<file path="config.mk">
export PLATFORM = sky130hd
export DESIGN_NAME = bcfg_top
export DESIGN_NICKNAME = d
export VERILOG_FILES = /design/src/bcfg_pkg.sv /design/src/bcfg_top.sv /design/src/bcfg_bus.sv /design/src/bcfg_sampler.sv /design/src/bcfg_regs.sv
export VERILOG_INCLUDE_DIRS = /design/src
export SDC_FILE = /design/constraint.sdc
export NUM_CORES = 1
export LEC_CHECK = 0
export BUFFER_PORTS_ARGS = -buffer_cell sky130_fd_sc_hd__buf_4
export CAP_MARGIN = 20
export CORE_ASPECT_RATIO = 1.25
export CORE_MARGIN = 2
export CORE_UTILIZATION = 28
export CTS_BUF_LIST = sky130_fd_sc_hd__clkbuf_4 sky130_fd_sc_hd__clkbuf_8
export CTS_CLUSTER_SIZE = 8
export DETAILED_ROUTE_END_ITERATION = 8
export MAX_ROUTING_LAYER = met4
export RECOVER_POWER = 50
export REMOVE_ABC_BUFFERS = 1
export SLEW_MARGIN = 40
export SYNTH_ARGS = -nofsm -noshare
export SYNTH_HDL_FRONTEND = slang
export SYNTH_SLANG_ARGS = --single-unit
</file>
<file path="constraint.sdc">
create_clock -name sysclk -period 16 [get_ports sysclk]
set_input_delay 0.8 -clock sysclk [delete_from_list [all_inputs] [get_ports sysclk]]
set_output_delay 0.8 -clock sysclk [all_outputs]
set_load 0.01 [all_outputs]
</file>
<file path="src/bcfg_consts.svh">
// register map and sizing macros for the boot-config block, include where addresses are decoded
`ifndef BCFG_CONSTS_SVH
`define BCFG_CONSTS_SVH

// quadlet addresses of the board config registers
`define BCFG_REG_STATUS     16'h0000  // version[31:16], board id[3:0]
`define BCFG_REG_IO_OUT     16'h0001  // connector output value
`define BCFG_REG_IO_OE      16'h0002  // connector output enable
`define BCFG_REG_IO_IN      16'h0003  // synchronized connector inputs, read-only
`define BCFG_REG_SAMPLE     16'h0004  // write starts a run, read gives busy and channel
`define BCFG_REG_TIMESTAMP  16'h0005  // free-running counter, read-only

// sample buffer window, bit 12 of the quadlet address
`define BCFG_SAMPLE_BASE    16'h1000

// buffer sizing
`define BCFG_SAMPLE_DEPTH       8   // entries in the buffer
`define BCFG_NUM_BC_READ_QUADS  5   // seq/chan, timestamp, io_in, io_out, checksum

// reported in the status word
`define BCFG_FW_VERSION     16'h0b0c

`endif
</file>
<file path="src/bcfg_pkg.sv">
// shared types for the boot-config block, imported by the rtl and the testbench
`default_nettype none

package bcfg_pkg;

    // one register or buffer quadlet
    typedef logic [31:0] quad_t;

    // quadlet address on the register bus
    typedef logic [15:0] reg_addr_t;

    typedef logic [3:0] board_id_t;     // rotary switch value
    typedef logic [3:0] sample_chan_t;  // channel carried through a run
    typedef logic [2:0] sample_addr_t;  // sample buffer index

    // sampler fsm
    typedef enum logic [0:0] {
        SAMP_IDLE = 1'b0,   // waiting for a start
        SAMP_FILL = 1'b1    // writing one quadlet per cycle
    } samp_state_t;

endpackage

`default_nettype wire

</file>
<file path="src/bcfg_top.sv">
// boot-config block top level, wires the wishbone bus unit to the register file and sampler
`timescale 1ns/1ps
`default_nettype none

module bcfg_top (
    input  wire                      sysclk,
    input  wire                      rst_n,
    input  wire bcfg_pkg::board_id_t board_id,
    input  wire bcfg_pkg::quad_t     io_in,     // connector inputs from pad wrapper
    input  wire                      wb_cyc,
    input  wire                      wb_stb,
    input  wire                      wb_we,
    input  wire bcfg_pkg::reg_addr_t wb_adr,
    input  wire bcfg_pkg::quad_t     wb_dat_w,
    output wire bcfg_pkg::quad_t     wb_dat_r,
    output wire                      wb_ack,
    output wire bcfg_pkg::quad_t     io_out,
    output wire bcfg_pkg::quad_t     io_oe      // tristate enables for the wrapper
);

    import bcfg_pkg::*;

    // internal register bus
    reg_addr_t reg_addr;
    quad_t     reg_wdata;
    logic      reg_wen;
    quad_t     reg_rdata;
    quad_t     sample_rdata;

    // register file to sampler
    logic         sample_start;
    logic         sample_busy;
    sample_chan_t sample_chan;
    quad_t        io_in_sync;
    quad_t        timestamp;

    bcfg_bus u_bus (
        .sysclk       (sysclk),
        .rst_n        (rst_n),
        .wb_cyc       (wb_cyc),
        .wb_stb       (wb_stb),
        .wb_we        (wb_we),
        .wb_adr       (wb_adr),
        .wb_dat_w     (wb_dat_w),
        .reg_rdata    (reg_rdata),
        .sample_rdata (sample_rdata),
        .wb_dat_r     (wb_dat_r),
        .wb_ack       (wb_ack),
        .reg_addr     (reg_addr),
        .reg_wdata    (reg_wdata),
        .reg_wen      (reg_wen),
        .samp_sel     ()            // select folded into reg_wen
    );

    bcfg_regs u_regs (
        .sysclk       (sysclk),
        .rst_n        (rst_n),
        .board_id     (board_id),
        .io_in        (io_in),
        .reg_addr     (reg_addr),
        .reg_wdata    (reg_wdata),
        .reg_wen      (reg_wen),
        .sample_busy  (sample_busy),
        .reg_rdata    (reg_rdata),
        .io_out       (io_out),
        .io_oe        (io_oe),
        .io_in_sync   (io_in_sync),
        .sample_start (sample_start),
        .sample_chan  (sample_chan),
        .timestamp    (timestamp)
    );

    bcfg_sampler u_sampler (
        .sysclk       (sysclk),
        .rst_n        (rst_n),
        .sample_start (sample_start),
        .sample_chan  (sample_chan),
        .io_in_sync   (io_in_sync),
        .io_out       (io_out),
        .timestamp    (timestamp),
        .reg_addr     (reg_addr),
        .sample_rdata (sample_rdata),
        .sample_busy  (sample_busy)
    );

endmodule

`default_nettype wire

</file>
<file path="src/bcfg_bus.sv">
// wishbone classic slave for the boot-config block, decodes accesses and merges read data
`timescale 1ns/1ps
`default_nettype none

`include "bcfg_consts.svh"

module bcfg_bus (
    input  wire                      sysclk,
    input  wire                      rst_n,
    input  wire                      wb_cyc,
    input  wire                      wb_stb,
    input  wire                      wb_we,
    input  wire bcfg_pkg::reg_addr_t wb_adr,        // quadlet address
    input  wire bcfg_pkg::quad_t     wb_dat_w,
    input  wire bcfg_pkg::quad_t     reg_rdata,     // from register file
    input  wire bcfg_pkg::quad_t     sample_rdata,  // from sample buffer
    output bcfg_pkg::quad_t          wb_dat_r,
    output logic                     wb_ack,
    output bcfg_pkg::reg_addr_t      reg_addr,
    output bcfg_pkg::quad_t          reg_wdata,
    output logic                     reg_wen,
    output logic                     samp_sel
);

    import bcfg_pkg::*;

    logic  req_new;     // request seen, not yet acked
    quad_t rd_mux;

    // every access completes one clock after it is sampled
    assign req_new = wb_cyc & wb_stb & ~wb_ack;

    // bit 12 picks the buffer window
    assign samp_sel = ((wb_adr & `BCFG_SAMPLE_BASE) != 16'h0000);

    assign reg_addr  = wb_adr;
    assign reg_wdata = wb_dat_w;

    // write pulse lands on the acking edge; buffer window writes are dropped
    assign reg_wen = req_new & wb_we & ~samp_sel;

    assign rd_mux = samp_sel ? sample_rdata : reg_rdata;

    always_ff @(posedge sysclk) begin
        if (!rst_n)
            wb_ack <= 1'b0;
        else
            wb_ack <= req_new;  // single-cycle ack
    end

    // read data captured with the ack, held until next access
    always_ff @(posedge sysclk) begin
        if (req_new)
            wb_dat_r <= rd_mux;
    end

endmodule

`default_nettype wire

</file>
<file path="src/bcfg_sampler.sv">
// block-read sampler, snapshots board state into a quadlet buffer on sample_start from bcfg_regs
`timescale 1ns/1ps
`default_nettype none

`include "bcfg_consts.svh"

module bcfg_sampler (
    input  wire                      sysclk,
    input  wire                      rst_n,
    input  wire                      sample_start,  // one-cycle pulse
    input  wire bcfg_pkg::sample_chan_t sample_chan,
    input  wire bcfg_pkg::quad_t     io_in_sync,
    input  wire bcfg_pkg::quad_t     io_out,
    input  wire bcfg_pkg::quad_t     timestamp,
    input  wire bcfg_pkg::reg_addr_t reg_addr,      // low bits index the buffer
    output bcfg_pkg::quad_t          sample_rdata,
    output logic                     sample_busy
);

    import bcfg_pkg::*;

    samp_state_t  state;
    sample_addr_t wr_idx;       // next buffer entry to fill
    sample_addr_t rd_idx;
    logic [15:0]  seq_num;      // completed runs
    logic         last_quad;    // checksum cycle
    logic         accept;       // start taken this cycle

    // snapshot taken when the run starts
    sample_chan_t snap_chan;
    quad_t        snap_ts;
    quad_t        snap_in;
    quad_t        snap_out;

    quad_t csum;        // running xor of entries 0..3
    quad_t fill_data;   // quadlet written this cycle
    quad_t buffer [`BCFG_SAMPLE_DEPTH];

    assign accept      = sample_start && (state == SAMP_IDLE);  // start while busy dropped
    assign last_quad   = (wr_idx == sample_addr_t'(`BCFG_NUM_BC_READ_QUADS - 1));
    assign sample_busy = (state == SAMP_FILL);

    // fsm, fill index and sequence count
    always_ff @(posedge sysclk) begin
        if (!rst_n) begin
            state   <= SAMP_IDLE;
            wr_idx  <= '0;
            seq_num <= '0;
        end else begin
            case (state)
                SAMP_IDLE: begin
                    wr_idx <= '0;
                    if (accept)
                        state <= SAMP_FILL;
                end
                SAMP_FILL: begin
                    wr_idx <= wr_idx + 3'd1;
                    if (last_quad) begin
                        state   <= SAMP_IDLE;
                        seq_num <= seq_num + 16'd1;    // bump at end of run
                    end
                end
                default: state <= SAMP_IDLE;
            endcase
        end
    end

    // quadlet order: seq/chan, timestamp, inputs, outputs, checksum
    always_comb begin
        case (wr_idx)
            3'd0:    fill_data = {seq_num, 12'h000, snap_chan};
            3'd1:    fill_data = snap_ts;
            3'd2:    fill_data = snap_in;
            3'd3:    fill_data = snap_out;
            default: fill_data = csum;
        endcase
    end

    // snapshot, checksum and buffer writes
    always_ff @(posedge sysclk) begin
        if (accept) begin
            snap_chan <= sample_chan;
            snap_ts   <= timestamp;
            snap_in   <= io_in_sync;
            snap_out  <= io_out;
        end
        if (sample_busy) begin
            buffer[wr_idx] <= fill_data;
            csum <= (wr_idx == 3'd0) ? fill_data : (csum ^ fill_data);
        end
    end

    // combinational buffer read, entries past the block give zero
    assign rd_idx = reg_addr[2:0];
    assign sample_rdata = (rd_idx < sample_addr_t'(`BCFG_NUM_BC_READ_QUADS)) ?
                          buffer[rd_idx] : '0;

endmodule

`default_nettype wire

</file>
<file path="src/bcfg_regs.sv">
// board configuration register file with input sync and timestamp, driven by the bcfg_bus write pulse
`timescale 1ns/1ps
`default_nettype none

`include "bcfg_consts.svh"

module bcfg_regs (
    input  wire                    sysclk,
    input  wire                    rst_n,
    input  wire bcfg_pkg::board_id_t board_id,    // from rotary switch
    input  wire bcfg_pkg::quad_t   io_in,         // raw connector inputs
    input  wire bcfg_pkg::reg_addr_t reg_addr,
    input  wire bcfg_pkg::quad_t   reg_wdata,
    input  wire                    reg_wen,       // only set for register window
    input  wire                    sample_busy,
    output bcfg_pkg::quad_t        reg_rdata,
    output bcfg_pkg::quad_t        io_out,
    output bcfg_pkg::quad_t        io_oe,
    output bcfg_pkg::quad_t        io_in_sync,
    output logic                   sample_start,
    output bcfg_pkg::sample_chan_t sample_chan,
    output bcfg_pkg::quad_t        timestamp
);

    import bcfg_pkg::*;

    quad_t io_in_meta;  // first synchronizer stage
    logic  wr_sample;   // host write to the sample register

    assign wr_sample = reg_wen && (reg_addr == `BCFG_REG_SAMPLE);

    // control state and host-writable registers
    always_ff @(posedge sysclk) begin
        if (!rst_n) begin
            io_out       <= '0;
            io_oe        <= '0;
            sample_start <= 1'b0;
            sample_chan  <= '0;
            timestamp    <= '0;
        end else begin
            timestamp    <= timestamp + 32'd1;          // runs every cycle
            sample_start <= wr_sample & ~sample_busy;   // one-cycle start pulse
            if (reg_wen) begin
                case (reg_addr)
                    `BCFG_REG_IO_OUT: io_out <= reg_wdata;
                    `BCFG_REG_IO_OE:  io_oe  <= reg_wdata;
                    `BCFG_REG_SAMPLE: begin
                        // keep channel of the active run
                        if (!sample_busy)
                            sample_chan <= reg_wdata[3:0];
                    end
                    default: ;  // status, io_in, timestamp are read-only
                endcase
            end
        end
    end

    // two-flop sync on the connector inputs
    always_ff @(posedge sysclk) begin
        io_in_meta <= io_in;
        io_in_sync <= io_in_meta;   // visible two cycles after a change
    end

    // read decode, unmapped addresses give zero
    always_comb begin
        case (reg_addr)
            `BCFG_REG_STATUS:    reg_rdata = {`BCFG_FW_VERSION, 12'h000, board_id};
            `BCFG_REG_IO_OUT:    reg_rdata = io_out;
            `BCFG_REG_IO_OE:     reg_rdata = io_oe;
            `BCFG_REG_IO_IN:     reg_rdata = io_in_sync;
            `BCFG_REG_SAMPLE:    reg_rdata = {sample_busy, 27'd0, sample_chan};
            `BCFG_REG_TIMESTAMP: reg_rdata = timestamp;
            default:             reg_rdata = '0;
        endcase
    end

endmodule

`default_nettype wire

</file>
==> results of run 1 <==
[state kept, by name (all words and copies together), names as in the netlist]
signal and cells:
u_regs.io_in_meta 32, u_sampler.snap_chan 4, u_bus.wb_dat_r 32, u_regs.io_out 32, u_regs.io_in_sync 32, u_sampler.seq_num 16, u_sampler.snap_out 32, u_sampler.sample_busy 1
u_sampler.snap_in 32, u_regs.sample_chan 4, u_sampler.snap_ts 32, u_sampler.buffer 160, u_bus.wb_ack 1, u_regs.sample_start 1, u_sampler.csum 32, u_regs.timestamp 32
u_regs.io_oe 32, u_sampler.wr_idx 3
[how the worst min path moves through the flow]
stage | slack [ns] | start | end | cells after the start
final | 0.29 | io_in[6] | u_regs.io_in_meta[6] | 1
after global routing | 0.25 | io_in[12] | u_regs.io_in_meta[12] | 1
after CTS | 0.23 | io_in[12] | u_regs.io_in_meta[12] | 1
after detailed placement | 0.31 | u_regs.io_in_meta[14] | u_regs.io_in_sync[14] | 0
after global placement | 0.31 | u_regs.io_in_meta[4] | u_regs.io_in_sync[4] | 0
after floorplan | 0.31 | u_regs.io_in_meta[0] | u_regs.io_in_sync[0] | 0
[routing by layer]
metal / vias up / track usage, % / share of wire (%)
li1: 6030 / - / -
met1: 6559 / 17.8 / 39
met2: 502 / 27.0 / 51
met3: 85 / 2.60 / 6.6
met4: 0 / 5.48 / 2.6
met5: - / - / 0
[worst max-delay path, cell delays in order (launching register included)]
cell	delay, ns
dfxtp_1	0.33
clkbuf_1	2.11
nand2_1	0.54
nor3_1	0.39
clkbuf_1	1.19
[synthesized netlist by cell type, types with 5 or more instances]
cell type    n  share of area [%]
and2_1      44                1.4
nor2_1     125                2.4
or2_2        6               0.19
and3_1       6               0.19
o211ai_1    14               0.53
a222oi_1    24                1.2
a221oi_1     5               0.22
or4_1        6               0.23
a21oi_1      8               0.20
buf_1        5              0.094
buf_2       14               0.35
xor2_1      24                1.1
and4_1       5               0.22
mux4_2      16                1.8
ha_1         7               0.44
edfxtp_1   324                 49
xnor2_1     17               0.75
mux2_2      32                1.8
inv_1       15               0.28
nand4_1     14               0.44
nand3_1     49                1.2
o21ai_0     28               0.70
nor3_1      15               0.38
nor2b_1     71                2.2
nor4_1      13               0.41
a22oi_1     88                3.3
nand2_1    184                3.5
dfxtp_1    186                 19
a21boi_1     5               0.19
clkbuf_1    65                1.2
mux2i_1     80                4.0
[logic make-up after synthesis]
group / share of synthesized area, %
and+or+nand+nor: 13.8
DFF: 67.5
AOI/OAI and AO/OA: 6.65
muxes: 7.63
buffers and inverters: 2.18
xor gates and xnor gates: 1.80
adders and majority gates: 0.439
[power breakdown]
| part | internal [mW] | switching (mW) | total (mW) |
|---|---|---|---|
| clock network | 0.602 | 0.488 | 1.09 |
| registers | 1.40 | 0.00728 | 1.41 |
| logic | 0.0321 | 0.0442 | 0.0762 |
| total | 2.03 | 0.540 | 2.57 |
[final cells by class]
type,instances,area [sq um]
diodes,2,5.00
clock buffers,134,1540
clock inverters,7,45.0
fillers,7097,47000
inverters,15,56.3
multi-input cells,914,6120
flip-flops and latches,510,13500
well taps,943,1180
repair buffers,215,1260
[through the flow]
stage          hold slack [ns]  cell area, sq um  instances  power [mW]  util, %
2_1_floorplan            0.310             19600       1439        1.46        -
3_3_place_gp             0.313             22400       2591        1.51     31.7
3_5_place_dp             0.312             22500       2595        1.52     31.8
4_1_cts                  0.231             24100       2736        2.60     34.1
5_1_grt                  0.250             23700       2740        2.66     33.5
6_report                 0.291             23700       2740        2.57     33.5
==> reports/metrics.csv, run 1 <==
metric;value;unit
PortBufs;185;
routed vias/inst;4.81;
max_cap viols;7;
clock-pin slew on the worst setup and hold paths;0.06;ns
GR Overflow Total;0;
Root Driver;clkbuf_8;
Detail Route Antenna Nets;0;
worst hold path type;input pin to register;
I/O pin cnt;186;
count of final setup violators;0;
First DRT Iteration DRCs;885;
Worst Skew;0.0218;ns
initial cell density of the core;28.2;%
maximum clock insertion buffer count;3;
pre-CTS WS;12.43;ns
fin crit share;31.2;%
Sink Count;510;
initial antenna violation count;2;
critical path endpoint category;register;
commonest non-fill, non-tap cells in the layout;324 x edfxtp_1, 186 x dfxtp_1, 183 x nand2_1;
Mapped Area;19900;sq um
Hold Fails Final Rpt;0;
Syn Area/Cell;13.0;sq um
Power Density;109;nW/um^2
FF-to-FF End;u_sampler.buffer[4][28];
R2R setup slack;11.01;ns
Die X-Extent;243;um
YS warnings;0;
number of core rows;109;
Rel. slew slack;-160;%
# hold bufs at CTS;0;
Crit Path Class;register to register;
crit path max fanout;41;
NumNets Final;1829;
RSZ-0062 raised after global routing;false;
crit path to;u_sampler.buffer[4][28];
first-pass GRT wire length;82900;um
top_reg_cell synth;edfxtp_1;
Distinct cells, synth;48;
Post-synth EDFFs;324;
actual slew at the worst max-slew pin;3.89;ns
largest net degree at the start of global routing;102;
DR pass1 iterations;5;
Crit Reg-Reg Startpoint;u_sampler.sample_busy;
Core Area;70600;sq um
final worst slack;11.01;ns
hpwl dp;35400;um
critical path launch point;u_sampler.sample_busy;
cts repair resizes;0;
commonest non-fill, non-tap cell in the layout;edfxtp_1;
area delta synth->final;18.7;%
H-tree Lvls;3;
gr usage total;15.4;%
routed len/inst;20.3;um
drc violations;0;
Via Count;13176;
#FFs+latches synth;510;
wirelength, routed;55600;um
Routability Congestion;0.781;
sequential area share after synthesis;67.5;%
status;finished with violations;
critical path arrival;5.21;ns
Cells after Synth;1528;
crit path time final;4.99;ns
share of cells above drive strength 1;18.0;%
Fin Setup TNS;0;ns
TritonCTS clock tree;built;
Worst setup SP type;register;
die area;73300;sq um
fin. max-slew vios;257;
Max Fclk;200;MHz
die height;302;um
total CTS buffers;77;
WP data required;16.22;ns
Lkg Pwr;8.11;nW
Max VDD drop;0.0571;mV
postcts setup bufs;0;
failing checks;capacitance limit, slew limit;
Async SR Flop Fraction;0;%
vias in the first global route;13431;
R2R depth;4;
Clock Latency Late Sink;0.63;ns
Note: power is estimated with default switching activity, not from simulation.
==> inputs of run 2 (changes only) <==
--- a/config.mk
+++ b/config.mk
@@ -6,6 +6,7 @@
 export SDC_FILE = /design/constraint.sdc
 export NUM_CORES = 1
 export LEC_CHECK = 0
+export ABC_AREA = 1
 export BUFFER_PORTS_ARGS = -buffer_cell sky130_fd_sc_hd__buf_4
 export CAP_MARGIN = 20
 export CORE_ASPECT_RATIO = 1.25
==> constraint.sdc (replaced) <==
create_clock -name sysclk -period 4.8 [get_ports sysclk]
set_input_delay 0.24 -clock sysclk [delete_from_list [all_inputs] [get_ports sysclk]]
set_output_delay 0.24 -clock sysclk [all_outputs]
set_load 0.01 [all_outputs]
==> run 2 against run 1 <==
  * The run still ends with capacitance limit, slew limit left
  * Worst hold slack got worse by 0.16 ns
  * Critical path depth rose by 8
  * Clock skew rose by 0.0088 ns
  * Global-route usage rose by 2.1 points
  * Setup slack got worse by 9.4 ns
  * Clock power rose to 3.7 times the previous value
  * Register-to-register slack got worse by 9.4 ns
  * Fmax rose by 58%
==> reports/metrics.csv, run 2 <==
metric;value;unit
status;finished with violations;
failing checks;capacitance limit, slew limit;
Lkg Pwr;10.1;nW
Non-Filler Instances;3562;
crit path max fanout;37;
Power Density;351;nW/um^2
Max VDD drop;0.177;mV
crit-path most repeated cell;nand2_1;
die area;78300;sq um
delay-heaviest family, CP;simple AND/OR/NAND/NOR gates;
hpwl dp;46100;um
commonest non-fill, non-tap cells in the layout;716 x nand2_1, 339 x edfxtp_1, 278 x nand3_1;
largest net degree at the start of global routing;91;
most frequent cell after synthesis;nand2_1;
max_cap viols;6;
buffers and inverters on the worst path;5;
routed len/inst;18.9;um
YS warnings;0;
maximum clock insertion buffer count;3;
First DRT Iteration DRCs;1506;
Die X-Extent;251;um
top_reg_cell synth;edfxtp_1;
die height;312;um
Max Fclk;317;MHz
routed vias/inst;4.75;
total CTS buffers;84;
worst hold path type;input pin to register;
WP data required;5.22;ns
Syn Area/Cell;9.49;sq um
Cells after Synth;2244;
Root Driver;clkbuf_8;
Worst setup SP type;register;
#FFs+latches synth;525;
Rel. slew slack;-89.0;%
Finished Core Util;34.2;%
Distinct cells, synth;27;
Post-synth EDFFs;339;
Sink Count;525;
GR Overflow Total;0;
initial cell density of the core;28.2;%
Core Area;75600;sq um
initial antenna violation count;1;
Async SR Flop Fraction;0;%
crit path cell chain;inv_1 -> ha_1 -> nand2_2 -> inv_2 -> nor2_2 -> buf_4 -> nand2_1 -> buf_4 -> nand2_1 -> nand3_1 -> nand2_1 -> inv_1;
count of final setup violators;0;
Tot Pwr;9.09;mW
top cell type's share of synthesized area;47.8;%
first-pass GRT wire length;100000;um
number of core rows;113;
gr usage total;17.5;%
Clock Latency Late Sink;0.68;ns
Synth area leader;edfxtp_1;
Mapped Area;21300;sq um
Largest register FFs;175;
Post-synth top cells;717 x nand2_1, 339 x edfxtp_1, 280 x nand3_1;
drc violations;0;
H-tree Lvls;3;
commonest non-fill, non-tap cell in the layout;nand2_1;
Hold Fails Final Rpt;0;
largest reg by FF count;u_sampler.buffer;
CP peak stage delay;0.51;ns
final worst slack;1.65;ns
Worst Skew;0.0306;ns
wirelength, routed;67200;um
fin crit share;65.7;%
Via Count;16908;
top post-synthesis cells by area;edfxtp_1 48%, dfxtp_1 17%, nand2_1 13%;
actual slew at the worst max-slew pin;2.83;ns
PortBufs;185;
Routability Congestion;0.937;
NumNets Final;2616;
DR pass1 iterations;5;
Crit Path Class;register to register;
sequential area share after synthesis;65.3;%
Slowest cell on crit path;nand2_2;
vias in the first global route;16257;
critical path endpoint category;register;
TritonCTS clock tree;built;
RSZ-0062 raised after global routing;false;
Detail Route Antenna Nets;0;
share of cells above drive strength 1;11.1;%
I/O pin cnt;186;
critical path arrival;3.58;ns
area delta synth->final;21.5;%
Inst Count DP;3336;
clock-pin slew on the worst setup and hold paths;0.06;ns
fin. max-slew vios;170;
pre-CTS WS;1.71;ns
crit path time final;3.15;ns
[run 2: worst reg2reg max path, delay by kind of cell (launching register included)]
kind / cells / cell delay (ns)
AND/OR/NAND/NOR: 6 / 1.18
buffers and inverters: 5 / 1.10
adder cells (fa/ha/maj): 1 / 0.22
flip-flops: 1 / 0.41
[run 2: cells by family (layout without fill, tap and decap cells)]
logic type | Yosys count | count (layout) | share of synthesized area, %
AOI/OAI and AO/OA | 224 | 224 | 5.43
and+or+nand+nor | 1253 | 1253 | 24.4
xor gates and xnor gates | 2 | 2 | 0.0823
adders and majority gates | 7 | 7 | 0.411
DFF | 525 | 525 | 65.3
buffers and inverters | 233 | 573 | 4.38
other | 0 | 1 | 0
[run 2: worst paths after layout]
path | startpoint | end | slack [ns] | cells past startpoint
min reg2reg | u_regs.io_in_meta[21] | u_regs.io_in_sync[21] | 0.32 | 0
min | wb_adr[12] | u_bus.wb_dat_r[14] | 0.13 | 3
max | u_sampler.wr_idx[1] | u_sampler.csum[19] | 1.65 | 12
max reg2reg | u_sampler.wr_idx[1] | u_sampler.csum[19] | 1.65 | 12
[run 2: repair_timing]
action | in CTS | in global routing
resized for setup | 0 | 0
buffers inserted | 0 | 0
endpoints found under the hold margin | 127 | 0
hold buffers | 75 | 0
[run 2: metrics by stage]
| step | setup TNS (ns) | hold slack (ns) | cell area (sq um) |
|---|---|---|---|
| 5_1_grt | 0 | 0.126 | 25900 |
| 4_1_cts | 0 | 0.0755 | 26300 |
| 3_5_place_dp | 0 | 0.312 | 23800 |
| 6_report | 0 | 0.133 | 25900 |
| 2_1_floorplan | -82.56 | 0.268 | 20900 |
| 3_3_place_gp | 0 | 0.311 | 23800 |
[run 2: power breakdown]
group,leakage (nW),switching [mW],internal (mW)
Clock,0.931,1.75,2.23
Combinational,4.31,0.159,0.114
Sequential,4.85,0.0239,4.81
Total,10.1,1.94,7.15
[run 2: metal layers]
| layer | up-vias | share of wire, % | GRT usage (%) |
|---|---|---|---|
| met1 | 8049 | 43 | 21.9 |
| met2 | 630 | 48 | 28.6 |
| met5 | - | 0 | - |
| li1 | 8086 | - | - |
| met3 | 143 | 5.2 | 2.35 |
| met4 | 0 | 3.5 | 7.09 |
[run 2: final cells by class]
type | count | area [sq um]
fillers | 7710 | 49800
flip-flops and latches | 525 | 13900
multi-input cells | 1486 | 6510
repair buffers | 291 | 2020
clock buffers | 136 | 1620
well taps | 977 | 1220
inverters | 132 | 497
clock inverters | 14 | 110
diodes | 1 | 2.50
